===== config.mk =====
export PLATFORM = sky130hd
export DESIGN_NAME = audio_out_top
export DESIGN_NICKNAME = d
export VERILOG_FILES = /design/src/design/audio_pkg.sv /design/src/design/mix_feed_if.sv /design/src/design/audio_out_top.sv /design/src/design/sample_mixer.sv /design/src/design/sd_dac_channel.sv
export SDC_FILE = /design/constraint.sdc
export NUM_CORES = 1
export LEC_CHECK = 0
export ABC_AREA = 1
export BUFFER_PORTS_ARGS = -buffer_cell sky130_fd_sc_hd__buf_4
export CAP_MARGIN = 0
export CORE_MARGIN = 2
export CORE_UTILIZATION = 35
export DETAILED_ROUTE_END_ITERATION = 10
export PLACE_DENSITY_LB_ADDON = 0.05
export SYNTH_ARGS = -nofsm -noshare
export SYNTH_HDL_FRONTEND = slang
export SYNTH_SLANG_ARGS = --single-unit

===== constraint.sdc =====
create_clock -name clk_32 -period 2.3 [get_ports clk_32]
set_clock_uncertainty 0.1 [all_clocks]
set_input_delay 0.115 -clock clk_32 [delete_from_list [all_inputs] [get_ports clk_32]]
set_output_delay 0.115 -clock clk_32 [all_outputs]
set_load 0.02 [all_outputs]

===== src/design/audio_pkg.sv =====
/*
 * audio output path shared definitions
 * level widths, signed offsets, mixed word type
 * and the enums used by the mixer and converters
 */

package audio_pkg;

	// input level widths
	localparam int psg_level_w = 8;   // one ym channel
	localparam int dma_level_w = 8;   // one ste dma sound side
	localparam int psg_sum_w   = 10;  // room for a+b+c

	// mixed word, psg and dma each widened to this
	localparam int mix_w = 15;

	// midpoints removed to get signed values
	localparam int psg_offset = 512;  // centre of the 10 bit sum
	localparam int dma_offset = 128;  // centre of an 8 bit level

	// left and right
	localparam int num_sides = 2;

	// one side after mixing, two's complement
	typedef logic signed [mix_w-1:0] mix_word_t;

	// psg channel routing
	typedef enum logic {
		MIX_MONO   = 1'b0,  // a+b+c on both sides
		MIX_STEREO = 1'b1   // a+b left, c+b right
	} mix_mode_e;

	// mixer holding register
	typedef enum logic {
		HOLD_EMPTY = 1'b0,
		HOLD_FULL  = 1'b1
	} hold_state_e;

endpackage


===== src/design/mix_feed_if.sv =====
/*
 * mixer to converter feed
 * per side mixed words, holding register state
 * and the one cycle load strobe at the sample tick
 */

`timescale 1ns/10ps

interface mix_feed_if import audio_pkg::*; ();

	mix_word_t mix [num_sides];  // held words, index 0 left, 1 right
	logic      full;             // holding register occupied
	logic      load;             // converters take mix on this edge

	// mixer side drives everything
	modport mixer (
		output mix,
		output full,
		output load
	);

	// converters only listen, they never stall
	modport converter (
		input mix,
		input full,
		input load
	);

endinterface


===== src/design/audio_out_top.sv =====
/*
 * audio output path top
 * sample mixer feeding one sigma-delta converter per side
 */

`timescale 1ns/10ps

module audio_out_top import audio_pkg::*; #(
	parameter int SAMPLE_DIV = 16                    // sample tick divider, 2 or more
) (
	input  logic                   clk_32,
	input  logic                   xsint,           // async reset, low active
	input  logic [psg_level_w-1:0] psg_a_i,         // ym channel levels
	input  logic [psg_level_w-1:0] psg_b_i,
	input  logic [psg_level_w-1:0] psg_c_i,
	input  logic [dma_level_w-1:0] dma_l_i,         // ste dma sound levels
	input  logic [dma_level_w-1:0] dma_r_i,
	input  logic                   psg_stereo_i,
	input  logic                   in_valid_i,
	output logic                   in_ready_o,
	output logic                   audio_l_o,       // left bitstream
	output logic                   audio_r_o        // right bitstream
);

	logic [num_sides-1:0] dac_bits;

	mix_feed_if feed ();

	sample_mixer #(
		.SAMPLE_DIV (SAMPLE_DIV)
	) u_mixer (
		.clk_32       (clk_32),
		.xsint        (xsint),
		.psg_a_i      (psg_a_i),
		.psg_b_i      (psg_b_i),
		.psg_c_i      (psg_c_i),
		.dma_l_i      (dma_l_i),
		.dma_r_i      (dma_r_i),
		.psg_stereo_i (psg_stereo_i),
		.in_valid_i   (in_valid_i),
		.in_ready_o   (in_ready_o),
		.feed         (feed.mixer)
	);

	// one converter per side
	for (genvar i = 0; i < num_sides; i++) begin : g_dac
		sd_dac_channel #(
			.CH (i)
		) u_dac (
			.clk_32 (clk_32),
			.xsint  (xsint),
			.feed   (feed.converter),
			.bit_o  (dac_bits[i])
		);
	end

	assign audio_l_o = dac_bits[0];  // channel 0
	assign audio_r_o = dac_bits[1];  // channel 1

endmodule


===== src/design/sample_mixer.sv =====
/*
 * sample mixer
 * takes psg and dma levels over valid/ready, offsets them to signed form,
 * widens and adds them into one 15 bit word per side, keeps one sample
 * in a holding register and hands it to the converters at the sample tick
 */

`timescale 1ns/10ps

module sample_mixer import audio_pkg::*; #(
	parameter int SAMPLE_DIV = 16                    // clk_32 cycles per sample tick
) (
	input  logic                   clk_32,
	input  logic                   xsint,           // async reset, low active
	input  logic [psg_level_w-1:0] psg_a_i,
	input  logic [psg_level_w-1:0] psg_b_i,
	input  logic [psg_level_w-1:0] psg_c_i,
	input  logic [dma_level_w-1:0] dma_l_i,
	input  logic [dma_level_w-1:0] dma_r_i,
	input  logic                   psg_stereo_i,    // taken with the sample
	input  logic                   in_valid_i,
	output logic                   in_ready_o,
	mix_feed_if.mixer              feed
);

	localparam int cnt_w = $clog2(SAMPLE_DIV);

	logic [cnt_w-1:0]     tick_cnt;   // free running from reset release
	logic                 tick;       // last cycle of each sample period
	hold_state_e          hold_state;
	logic                 xfer;       // handshake completes this edge
	mix_mode_e            mode;
	logic [psg_sum_w-1:0] psg_a_x;
	logic [psg_sum_w-1:0] psg_b_x;
	logic [psg_sum_w-1:0] psg_c_x;
	logic [psg_sum_w-1:0] psg_sum [num_sides];
	logic [dma_level_w-1:0] dma_lvl [num_sides];
	mix_word_t            new_mix [num_sides];
	mix_word_t            hold_mix [num_sides];  // words waiting for the tick

	// signed psg and dma parts, each stretched to mix_w and added
	function automatic mix_word_t mix_side(
		input logic [psg_sum_w-1:0]   sum,
		input logic [dma_level_w-1:0] lvl
	);
		logic [psg_sum_w-1:0]   p;
		logic [dma_level_w-1:0] d;
		logic [mix_w-1:0]       p_w;
		logic [mix_w-1:0]       d_w;
		p   = sum - psg_sum_w'(psg_offset);  // wraps mod 2^10
		d   = lvl - dma_level_w'(dma_offset); // wraps mod 2^8
		// sign, value, then top bits repeated below it
		p_w = {p[psg_sum_w-1], p, p[psg_sum_w-1 -: 4]};
		d_w = {d[dma_level_w-1], d, d[dma_level_w-1 -: 6]};
		return mix_word_t'(p_w + d_w);        // carry out dropped
	endfunction

	// sample period counter, fixed phase from reset
	always_ff @(posedge clk_32 or negedge xsint) begin
		if (!xsint) begin
			tick_cnt <= '0;
		end else if (tick) begin
			tick_cnt <= '0;  // wrap
		end else begin
			tick_cnt <= tick_cnt + 1'b1;
		end
	end

	assign tick = (tick_cnt == cnt_w'(SAMPLE_DIV - 1));

	assign in_ready_o = (hold_state == HOLD_EMPTY);
	assign xfer       = in_valid_i && in_ready_o;

	// psg routing
	assign mode    = psg_stereo_i ? MIX_STEREO : MIX_MONO;
	assign psg_a_x = psg_sum_w'(psg_a_i);  // zero extend
	assign psg_b_x = psg_sum_w'(psg_b_i);
	assign psg_c_x = psg_sum_w'(psg_c_i);

	always_comb begin
		if (mode == MIX_STEREO) begin
			psg_sum[0] = psg_a_x + psg_b_x;  // b shared as centre
			psg_sum[1] = psg_c_x + psg_b_x;
		end else begin
			psg_sum[0] = psg_a_x + psg_b_x + psg_c_x;
			psg_sum[1] = psg_a_x + psg_b_x + psg_c_x;
		end
	end

	assign dma_lvl[0] = dma_l_i;
	assign dma_lvl[1] = dma_r_i;

	always_comb begin
		for (int s = 0; s < num_sides; s++) begin
			new_mix[s] = mix_side(psg_sum[s], dma_lvl[s]);
		end
	end

	// holding register state, filled by handshake, drained by tick
	always_ff @(posedge clk_32 or negedge xsint) begin
		if (!xsint) begin
			hold_state <= HOLD_EMPTY;
		end else begin
			unique case (hold_state)
				HOLD_EMPTY: if (in_valid_i) hold_state <= HOLD_FULL;
				HOLD_FULL:  if (tick)       hold_state <= HOLD_EMPTY;  // load edge
				default:                    hold_state <= HOLD_EMPTY;
			endcase
		end
	end

	always_ff @(posedge clk_32) begin
		if (xfer) begin
			hold_mix <= new_mix;
		end
	end

	// feed to the converters
	assign feed.mix  = hold_mix;
	assign feed.full = (hold_state == HOLD_FULL);
	assign feed.load = tick && (hold_state == HOLD_FULL);  // one cycle strobe

endmodule


===== src/design/sd_dac_channel.sv =====
/*
 * first order sigma-delta converter, one side
 * offset binary word into a 15 bit error accumulator,
 * the carry out is the registered bitstream
 */

`timescale 1ns/10ps

module sd_dac_channel import audio_pkg::*; #(
	parameter int CH = 0                 // side to take, 0 left 1 right
) (
	input  logic          clk_32,
	input  logic          xsint,         // async reset, low active
	mix_feed_if.converter feed,
	output logic          bit_o          // one bit audio stream
);

	mix_word_t        cur_word;          // word in use for this side
	logic [mix_w-1:0] ob_word;           // offset binary form
	logic [mix_w-1:0] accum;             // error accumulator
	logic [mix_w:0]   acc_next;          // with carry

	// flip the sign bit, -16384 maps to 0 and 16383 to full scale
	assign ob_word  = {~cur_word[mix_w-1], cur_word[mix_w-2:0]};
	assign acc_next = {1'b0, accum} + {1'b0, ob_word};

	// new word on load, used from the next edge on
	always_ff @(posedge clk_32 or negedge xsint) begin
		if (!xsint) begin
			cur_word <= '0;
		end else if (feed.load && feed.full) begin
			cur_word <= feed.mix[CH];
		end
	end

	// accumulate every clk_32 cycle
	always_ff @(posedge clk_32 or negedge xsint) begin
		if (!xsint) begin
			accum <= '0;
			bit_o <= 1'b0;
		end else begin
			accum <= acc_next[mix_w-1:0];  // residue kept
			bit_o <= acc_next[mix_w];      // carry out is the pulse
		end
	end

endmodule


* Word-level counts from Yosys, hierarchy flattened *
Index checks and enable logic that the tools add are counted.

operators by class
  bitwise logic cells = 3
  add/sub/neg operators = 12
  reduce and logical (&&, ||, !) cells = 3
  muxes and demuxes = 6
  eq/ne operators = 1

operators by type and width
  operator                                                        count
  15-bit by 15-bit adder with 16-bit output                       2
  14-bit by 14-bit adder with 15-bit output                       2
  20-bit 2-to-1 mux                                               1
  10-bit subtractor (second input constant)                       2
  8-bit by 8-bit adder with 9-bit output                          2
  8-bit subtractor (second input constant)                        2
  10-bit by 8-bit adder with 10-bit output                        1
  4-bit by 1-bit adder with 4-bit output (second input constant)  1
  4-bit == test (second input constant)                           1
  4-bit 2-to-1 mux                                                1
  1-bit logical AND                                               3
  1-bit 2-to-1 mux                                                3
  1-bit inverter                                                  3
  1-bit case mux with 2 select lines                              1

word-level totals
  register bits after elaboration = 97
  input bits = 44

* Longest topological paths before layout *
Gate-level depths: netlist of run 1.

  depth in word-level cells = 5
  mapped depth = 28

* Hierarchy *
Synthesis of run 1 repeated with hierarchy kept, for this count alone.

unflattened totals
  cells, all modules = 990
  area, all modules = 7,603.5 um^2

by module, submodules not included
  module          times used  area an instance (um^2)  sequential area each (um^2)  cells an instance
  sample_mixer    1           3,920.0                  1,026.0                      564
  sd_dac_channel  2           1,841.8                  775.7                        213

* Worst setup path after synthesis of run 1 *
OpenSTA, ideal clock, no wires.

  path type = in2reg
  start point = input psg_a_i[0]
  end point = register u_mixer.hold_mix (netlist bit u_mixer.feed.mix[14]) (data pin)
  arrival time = 3,009 ps
  path slack = -1,061 ps
  path buffers = 0
  data required time = 1,948 ps
  cell stages on the path = 26
  library setup time = 252 ps
  cell sequence = ha_1 -> fa_1 -> nand3_1 -> nand2_1 -> nand3_1 -> nand2_1 -> nand2_1 -> nand2_1 -> ha_1 -> nand2_1 -> inv_1 -> a21oi_1 -> nand3b_1 -> nand2_1 -> nand2_1 -> nand2_1 -> inv_1 -> fa_1 -> nand3_1 -> nand2_1 -> nand3_1 -> nand2_1 -> nand2_1 -> nand2_1 -> nand2_1 -> nand2_1

RTL lines
  item                    line                 RTL
  start: declaration      audio_out_top.sv:13  input logic [psg_level_w-1:0] psg_a_i,
  end signal: assignment  sample_mixer.sv:114  hold_mix <= new_mix;
  end: declaration        sample_mixer.sv:39   mix_word_t hold_mix [num_sides];

==> results of run 1 <==
[report_power, final]
| part | internal (mW) | total (mW) | switching [mW] | leakage, nW |
|---|---|---|---|---|
| clock network | 0.875 | 1.59 | 0.718 | 0.156 |
| logic | 1.89 | 4.28 | 2.39 | 3.88 |
| registers | 2.22 | 2.34 | 0.120 | 1.07 |
| total | 4.99 | 8.21 | 3.22 | 5.11 |
[worst max path at each step]
| stage | start | end | slack [ns] | cells after the start |
|---|---|---|---|---|
| global route | psg_b_i[0] | u_mixer.feed.mix[29] | -0.94 | 28 |
| floorplan | psg_a_i[0] | u_mixer.feed.mix[14] | -0.82 | 25 |
| detailed placement | psg_b_i[0] | u_mixer.feed.mix[14] | -1.33 | 26 |
| finish | psg_b_i[0] | u_mixer.feed.mix[25] | -0.75 | 28 |
| global placement | psg_a_i[3] | u_mixer.feed.mix[14] | -1.28 | 26 |
| CTS | psg_b_i[0] | u_mixer.feed.mix[29] | -0.71 | 28 |
[metal layers]
layer  track usage  vias up  share of wire
met5             0        -              0
met4        0.0524        0          0.022
met3        0.0178       14          0.018
met2         0.304       80           0.48
met1         0.227     2973           0.48
li1              -     3540              -
[critical path: cells and delay by family]
kind          cells  cell delay, ns
fa+ha+maj         4            1.22
buf+inv           2            0.15
simple gates     22            1.55
[per-stage QoR]
stage | worst slack [ns] | area (µm²)
global placement | -1.28 | 9040
detailed placement | -1.33 | 9040
finish | -0.752 | 10000
global route | -0.940 | 10000
floorplan | -0.823 | 7550
CTS | -0.710 | 9740
[cell type report]
type / instances / area (µm²)
Sequential cell: 97 / 2580
Clock inverter: 7 / 92.6
Tap cell: 270 / 338
Fill cell: 2063 / 10300
Inverter: 131 / 502
Multi-Input combinational cell: 750 / 4930
Clock buffer: 9 / 225
Timing Repair Buffer: 174 / 1350
[layout by cell type, fill, tap and decap left out, types with 5 or more instances in the layout]
cell type and instances:
o21a_1 6, inv_1 120, ha_1 60, xnor2_1 6, o21ai_2 6, xor2_1 21, a21oi_1 45, ha_4 22
o21ai_0 23, nand3_2 17, dfrtp_1 67, and2_1 6, buf_4 163, nand4_1 7, xor2_2 5, nand2_4 11
inv_2 6, nand2_1 306, nor2_1 55, nand3_1 55, o21bai_1 5, a21oi_2 18, nor2_2 6, nand2_2 37
clkbuf_16 9, buf_6 8, edfxtp_1 30
[sequential cells by signal, indices dropped and copies added (netlist names)]
name / cells
g_dac.u_dac.bit_o: 2
u_mixer.feed.full: 1
u_mixer.feed.mix: 30
g_dac.u_dac.cur_word: 30
g_dac.u_dac.accum: 30
u_mixer.tick_cnt: 4
[cell usage after synthesis, drive strengths merged (3+ instances only)]
cell type / instances / area (µm²)
o21a: 6 / 45.0
o21ai: 33 / 176
o21bai: 5 / 37.5
and2: 6 / 37.5
nor3: 5 / 30.0
buf: 5 / 42.5
xnor2: 6 / 52.6
ha: 83 / 1040
nand2: 354 / 1350
dfrtp: 67 / 1680
nand3: 75 / 390
inv: 130 / 488
nand4: 7 / 43.8
xor2: 27 / 236
nor2: 62 / 240
fa: 7 / 140
edfxtp: 30 / 901
a21oi: 65 / 329
a21boi: 3 / 22.5
[timing repair]
item / CTS / global route
endpoints found under the setup margin: 28 / 30
hold buffers: 2 / 0
resized for setup: 66 / 52
setup buffers: 10 / 3
pin swaps: 28 / 38
endpoints found under the hold margin: 39 / 0
[logic make-up (layout without fill, tap and decap cells)]
family / after synthesis / count (layout) / share of synthesized area
fa+ha+maj: 90 / 90 / 0.161
buf+inv: 138 / 321 / 0.0739
compound gates: 115 / 115 / 0.0862
simple gates: 512 / 512 / 0.288
flops: 97 / 97 / 0.352
xor+xnor: 33 / 33 / 0.0394
==> results_dict.tcl, run 1 <==
set metrics [dict create \
    syn_area_mm2 0.00733 \
    ys_warn_count 0 \
    detailed_place_hpwl_um 15000 \
    grt_max_degree 41 \
    rrSetupSlack_ns 0.33 \
    seq_area_frac_synth 0.352 \
    syn_avg_cell_area_um2 7.44 \
    die-area_mm2 0.0221 \
    min_path_cells 2 \
    layout-drive-gt1-share 0.287 \
    utilization 0.492 \
    r2r_end "g_dac[1].u_dac.accum[14]" \
    grt_usage 0.174 \
    hold_violations 0 \
    grt_antenna_before_repair 0 \
    fin_tns_setup_ns -18.23 \
    worst_pin_slew_ns 0.524 \
    relSlewSlack 0.651 \
    hold_path_end "u_mixer.feed.mix[0]" \
    syn_inst 985 \
    clock_path_buffers 2 \
    finalMaxSlewViolations 0 \
    ant_nets 0 \
    numCtsBuffers 9 \
    via_count 6607 \
    fmax_ghz 0.328 \
    cts_max_level 3 \
    first_global_vias 6538 \
    max-cap-violations 0 \
    powerDensity_mw_per_mm2 820 \
    synth_ff_type "dfrtp_1" \
    clock_latency_ns 0.34 \
    hold_ws_ns 0.0267 \
    fin_nets 1297 \
    num_rows 52 \
    dp_cells 1407 \
    crit_arrival_ns 3.05 \
    gp_congestion 0.877 \
    cts_tree "yes" \
    ys_ff_latch 97 \
    total_power_mw 8.21 \
    rsz0062_at_grt "yes" \
    wl_per_cell_um 12.8 \
    path_common_cell "nand2_2" \
    die-width_um 149 \
    syn_nets 1119 \
    clk_pin_slew_ns 0.07 \
    post-route-drc-count 0 \
    critPathRequiredTime_ns 2.30 \
    post-route-min-period_ns 3.05 \
    startpoint_type "input port" \
    grt_pass1_wl_um 31100 \
    ios 47 \
    synth_cell_types 39 \
    core-area_mm2 0.0204 \
    crit_fanout 4 \
    synth_edf_count 30 \
    start_util 0.360 \
    p_leak_nw 5.11 \
    routed_wl_um 18400 \
    hp-start "dma_r_i[2]" \
    dieHeight_um 149 \
    cp_slowest_cell "fa_2" \
    grt.overflow.total 0 \
    root_buffer "clkbuf_16" \
    timing.final.crit_share 1.33 \
    r2r_cells 9 \
    via_per_inst 4.59 \
    ir_worst_vdd_v 0.000441 \
    worst_slack_ns -0.752 \
    antenna_cells 0 \
    port-buffer-count 46 \
    drtIter0Drc 278 \
    reg2reg_from "g_dac[1].u_dac.cur_word[0]" \
    hp-class "in2reg" \
    violations "setup timing" \
    async_flop_share 0.691 \
    syn2layout_area_growth_pct 36.7 \
    first_pass_iters 4 \
    cpPeakStageDelay_ns 0.39 \
    path_class "in2reg" \
    setup_violations 28 \
    outcome "finished with violations" \
    cts_sinks 97 \
    worstSetupEndpointType "flop" \
    fin_cells 1438 \
]
Power figures use the tool's default switching activity.
==> run 2, diff against run 1 <==
--- a/config.mk
+++ b/config.mk
@@ -11,7 +11,7 @@
 export CORE_MARGIN = 2
 export CORE_UTILIZATION = 35
 export DETAILED_ROUTE_END_ITERATION = 10
-export PLACE_DENSITY_LB_ADDON = 0.05
+export PLACE_DENSITY = 0.61
 export SYNTH_ARGS = -nofsm -noshare
 export SYNTH_HDL_FRONTEND = slang
 export SYNTH_SLANG_ARGS = --single-unit
==> run 2 against run 1 <==
The run still ends with setup timing left; first-iteration DRC count is 12% lower; design area shrank 1.0%; total power is 0.49% lower; non-clock buffer count decreased by 16; maximum frequency is 1.3% higher; final cell count down 1.1%; clock-buffer cell count stayed put; critical path type unchanged; largest power group unchanged.
==> results_dict.tcl, run 2 (synthesized netlist as in run 1, its figures left out) <==
set metrics [dict create \
    outcome "finished with violations" \
    violations "setup timing" \
    dp_cells 1391 \
    first_pass_iters 4 \
    port-buffer-count 46 \
    fmax_ghz 0.332 \
    grt_usage 0.163 \
    p_seq_frac 0.286 \
    fin_nets 1281 \
    ios 47 \
    pwr-share-comb 0.523 \
    detailed_place_hpwl_um 13800 \
    cp_num_buf_inv 5 \
    core-area_mm2 0.0204 \
    cts_max_level 3 \
    dieHeight_um 149 \
    final_cell_mix "nand2_1 (308), buf_4 (150), inv_1 (120), dfrtp_1 (67), ha_1 (58)" \
    num_rows 52 \
    worst_pin_slew_ns 0.465 \
    timing.final.crit_share 1.31 \
    routed_wl_um 17600 \
    worst_slack_ns -0.714 \
    post-route-drc-count 0 \
    p_switching_mw 3.20 \
    relSlewSlack 0.690 \
    via_per_inst 4.67 \
    grt.overflow.total 0 \
    path_class "in2reg" \
    crit_arrival_ns 3.01 \
    cts_sinks 97 \
    cpPeakStageDelay_ns 0.37 \
    crit_start "psg_a_i[0]" \
    worstSetupEndpointType "flop" \
    setup_violations 28 \
    clk_pin_slew_ns 0.07 \
    path_common_cell "nand2_2" \
    p_int_mw 4.97 \
    first_global_vias 6551 \
    swShare 0.392 \
    hold_violations 0 \
    gp_congestion 0.912 \
    rsz0062_at_grt "yes" \
    fin_tns_setup_ns -16.89 \
    powerDensity_mw_per_mm2 824 \
    wl_per_cell_um 12.3 \
    via_count 6647 \
    ant_nets 0 \
    clock_latency_ns 0.35 \
    clkPwrFrac 0.192 \
    max-cap-violations 0 \
    p_leak_nw 5.03 \
    antenna_cells 0 \
    critPathRequiredTime_ns 2.30 \
    root_buffer "clkbuf_16" \
    numCtsBuffers 9 \
    hp-start "dma_l_i[2]" \
    fin_cells 1422 \
    grt_antenna_before_repair 0 \
    die-area_mm2 0.0221 \
    finalMaxSlewViolations 0 \
    cts_tree "yes" \
    layout_commonest_cell "nand2_1" \
    grt_max_degree 68 \
    clock_path_buffers 2 \
    crit_fanout 4 \
    syn2layout_area_growth_pct 35.3 \
    startpoint_type "input port" \
    layout-drive-gt1-share 0.280 \
    hp-class "in2reg" \
    die-width_um 149 \
    post-route-min-period_ns 3.01 \
    start_util 0.360 \
    drtIter0Drc 244 \
    cp_slowest_cell "fa_2" \
    path_delay_family "simple AND/OR/NAND/NOR gates" \
    grt_pass1_wl_um 29400 \
    reg2reg_from "g_dac[1].u_dac.cur_word[0]" \
    ir_worst_vdd_v 0.000382 \
]
-- run 2: cell count changes in the layout (fill, tap and decap cells not counted), sizes merged --
cell and change:
clkinv -1, inv +1, buf -16
-- run 2: cell type report --
class | count | area, µm²
clock buffer | 9 | 225
inverter | 131 | 499
tap | 270 | 338
fill | 1958 | 10500
sequential | 97 | 2580
timing repair buffer | 158 | 1230
clock inverter | 7 | 82.6
multi-input combinational | 750 | 4960
-- run 2: final timing paths --
path,to,cells past startpoint,slack [ns]
max,u_mixer.feed.mix[10],29,-0.71
min,u_mixer.feed.mix[15],2,0.02
max reg2reg,g_dac[1].u_dac.accum[10],9,0.32
min reg2reg,g_dac[0].u_dac.cur_word[7],2,0.34
max in group asynchronous,g_dac[1].u_dac.cur_word[2],3,1.58
min in group asynchronous,g_dac[0].u_dac.accum[5],3,0.21
-- run 2: metrics by stage --
stage / utilization / instance area (µm²) / hold WS, ns / power (mW) / worst slack (ns)
2_1_floorplan: - / 7550 / -0.281 / 4.95 / -0.823
3_3_place_gp: 0.439 / 8940 / 0.0485 / 6.12 / -1.16
3_5_place_dp: 0.439 / 8940 / 0.0481 / 6.16 / -1.18
4_1_cts: 0.476 / 9700 / 0.00713 / 8.03 / -0.694
5_1_grt: 0.487 / 9910 / 0.00129 / 8.84 / -0.900
6_report: 0.487 / 9910 / 0.0178 / 8.17 / -0.714
-- run 2: timing repair --
item                                    in CTS  in global routing
buffers inserted                            11                  2
hold endpoints to repair                    68                  0
endpoints found under the setup margin      28                 29
pin swaps                                   42                 28
hold buffers                                 2                  0
gates resized for setup                     70                 44
-- run 2: layer usage --
metal | up-vias | global-route usage | wire length, µm | share of wire
met5 | - | 0 | 0 | 0
met4 | 0 | 0.0510 | 368 | 0.021
met3 | 28 | 0.0224 | 384 | 0.022
met2 | 91 | 0.283 | 8350 | 0.48
met1 | 3020 | 0.211 | 8460 | 0.48
li1 | 3508 | - | - | -
-- run 2: power groups by stage --
stage | clock, mW | sequential [mW] | combinational, mW
after floorplan | 0 | 2.36 | 2.60
after global placement | 0 | 2.37 | 3.75
after detailed placement | 0 | 2.37 | 3.79
after CTS | 1.60 | 2.34 | 4.09
after global routing | 1.68 | 2.37 | 4.79
final | 1.57 | 2.34 | 4.27
==> run 3, diff against run 2 <==
--- a/config.mk
+++ b/config.mk
@@ -12,6 +12,7 @@
 export CORE_UTILIZATION = 35
 export DETAILED_ROUTE_END_ITERATION = 10
 export PLACE_DENSITY = 0.61
+export SETUP_SLACK_MARGIN = 0.15
 export SYNTH_ARGS = -nofsm -noshare
 export SYNTH_HDL_FRONTEND = slang
 export SYNTH_SLANG_ARGS = --single-unit
==> run 3 against run 2 <==
The run still ends with setup timing left; non-clock buffer count shrank 1; clock-buffer cell count grew 1; setup slack lost 0.12 ns; combinational power is essentially flat; via count shrank 0.77%; final cell count is essentially flat; core utilization grew 0.14 points; global-route usage grew 0.32 points; sequential cell count is the same; critical path type unchanged; critical endpoint is now u_mixer.feed.mix[6].
==> results_dict.tcl, run 3 (synthesized netlist as in run 1, its figures left out) <==
set metrics [dict create \
    die-area_mm2 0.0221 \
    clk_pin_slew_ns 0.07 \
    stdcell_area_mm2 0.00994 \
    regArea_mm2 0.00258 \
    rsz0062_at_grt "yes" \
    top_layer_used "met4" \
    met3_length_um 404 \
    violations "setup timing" \
    routed_wl_um 17700 \
    detailed_place_hpwl_um 13800 \
    first_global_vias 6560 \
    path_class "in2reg" \
    rrSetupSlack_ns 0.37 \
    ir_worst_vdd_v 0.000457 \
    reg2reg_from "g_dac[1].u_dac.cur_word[0]" \
    fmax_ghz 0.319 \
    grt_usage 0.166 \
    via_per_inst 4.64 \
    utilization 0.488 \
    r2r_cells 9 \
    p_leak_nw 5.06 \
    crit_chain "buf_8 -> ha_4 -> fa_2 -> nand3_2 -> nand2_4 -> nand3_4 -> nand2_2 -> nand2_2 -> nand2_2 -> ha_4 -> nand2_2 -> nor2_2 -> nand3_2 -> nand2_2 -> nand2_2 -> nand2_2 -> nand3_4 -> ha_4 -> a21oi_1 -> nand2_2 -> nand3_2 -> nand2_4 -> buf_6 -> xor2_1" \
    antenna_cells 0 \
    hold_ws_ns 0.0255 \
    ant_nets 0 \
    worst_slack_ns -0.833 \
    cp_slowest_cell "fa_2" \
    finalMaxSlewViolations 0 \
    wl_met2_um 8410 \
    first_pass_iters 4 \
    layout_commonest_cell "nand2_1" \
    relSlewSlack 0.692 \
    cpPeakStageDelay_ns 0.37 \
    setup_violations 28 \
    post-route-min-period_ns 3.13 \
    critPathRequiredTime_ns 2.30 \
    numCtsBuffers 9 \
    outcome "finished with violations" \
    wl_per_cell_um 12.4 \
    powerDensity_mw_per_mm2 823 \
    die-width_um 149 \
    endpoint "u_mixer.feed.mix[6]" \
    grt.overflow.total 0 \
    dieHeight_um 149 \
    crit_arrival_ns 3.14 \
    cts_sinks 97 \
    port-buffer-count 46 \
    timing.final.crit_share 1.36 \
    crit_fanout 5 \
    grt_pass1_wl_um 30200 \
    core-area_mm2 0.0204 \
    path_common_cell "nand2_2" \
    crit_start "psg_b_i[0]" \
    multi_input_area_mm2 0.00498 \
    max-cap-violations 0 \
    grt_antenna_before_repair 0 \
    nFillCells 1971 \
    layout-drive-gt1-share 0.286 \
    total_power_mw 8.18 \
    r2r_end "g_dac[1].u_dac.accum[14]" \
    post-route-drc-count 0 \
    start_util 0.360 \
    drtIter0Drc 288 \
    startpoint_type "input port" \
    cts_tree "yes" \
    clock_path_buffers 2 \
    gp_congestion 0.865 \
    final_cell_mix "nand2_1 (299), buf_4 (143), inv_1 (119), dfrtp_1 (67), ha_1 (58)" \
    ios 47 \
    hold_violations 0 \
    grt_max_degree 68 \
    num_rows 52 \
    fin_nets 1280 \
    worst_pin_slew_ns 0.461 \
    clock_latency_ns 0.35 \
    met1_length_um 8640 \
    hp-class "in2reg" \
    placement.cell_area_mm2 0.00892 \
    worstSetupEndpointType "flop" \
    via_count 6596 \
    cts_max_level 3 \
    root_buffer "clkbuf_16" \
    syn2layout_area_growth_pct 35.7 \
]
==> run 3: worst min path at each step <==
| stage | start | endpoint | cells after the start |
|---|---|---|---|
| 2_1_floorplan | xsint | g_dac[0].u_dac.accum[0] | 0 |
| 3_3_place_gp | xsint | g_dac[0].u_dac.accum[4] | 2 |
| 3_5_place_dp | xsint | g_dac[0].u_dac.accum[7] | 2 |
| 4_1_cts | dma_r_i[2] | u_mixer.feed.mix[0] | 2 |
| 5_1_grt | dma_r_i[2] | u_mixer.feed.mix[0] | 2 |
| 6_report | dma_r_i[2] | u_mixer.feed.mix[0] | 2 |
==> run 3: report_power, final <==
| group | internal [mW] | leakage, nW | switching (mW) | total, mW |
|---|---|---|---|---|
| Combinational | 1.89 | 3.83 | 2.41 | 4.30 |
| Sequential | 2.22 | 1.07 | 0.115 | 2.34 |
| Clock | 0.862 | 0.150 | 0.688 | 1.55 |
| Total | 4.97 | 5.06 | 3.21 | 8.18 |
==> run 3: timing repair <==
item	in CTS	in global routing
hold buffers	3	0
gates cloned	0	0
setup endpoints to repair	30	30
gates resized for setup	88	42
hold endpoints to repair	69	0
buffers inserted	9	5
pin swaps	46	29
==> run 3: final cells by class <==
class / count / share of cell area
timing repair buffer: 157 / 0.126
multi-input combinational: 750 / 0.501
sequential: 97 / 0.259
clock inverter: 6 / 0.00743
tap: 270 / 0.0340
inverter: 131 / 0.0502
clock buffer: 10 / 0.0230
==> run 3: worst max-delay path: cells and delay by family <==
family                     cells  cell delay [ns]
and+or+nand+nor               16             1.33
AOI/OAI and AO/OA              1             0.18
xor gates and xnor gates       1             0.13
buffers and inverters          2             0.23
adders and majority gates      4             1.13
==> run 3: through the flow <==
| stage | worst slack, ns | setup TNS (ns) | cells |
|---|---|---|---|
| 5_1_grt | -0.970 | -22.99 | 1421 |
| 4_1_cts | -0.692 | -15.71 | 1416 |
| 6_report | -0.833 | -18.61 | 1421 |
| 3_3_place_gp | -1.17 | -29.32 | 1388 |
| 2_1_floorplan | -0.823 | -18.76 | 985 |
| 3_5_place_dp | -1.24 | -30.57 | 1388 |
==> run 3: metal layers <==
| metal | up-vias | global-route usage |
|---|---|---|
| li1 | 3502 | - |
| met1 | 2982 | 0.225 |
| met2 | 94 | 0.281 |
| met3 | 18 | 0.0236 |
| met4 | 0 | 0.0390 |
| met5 | - | 0 |
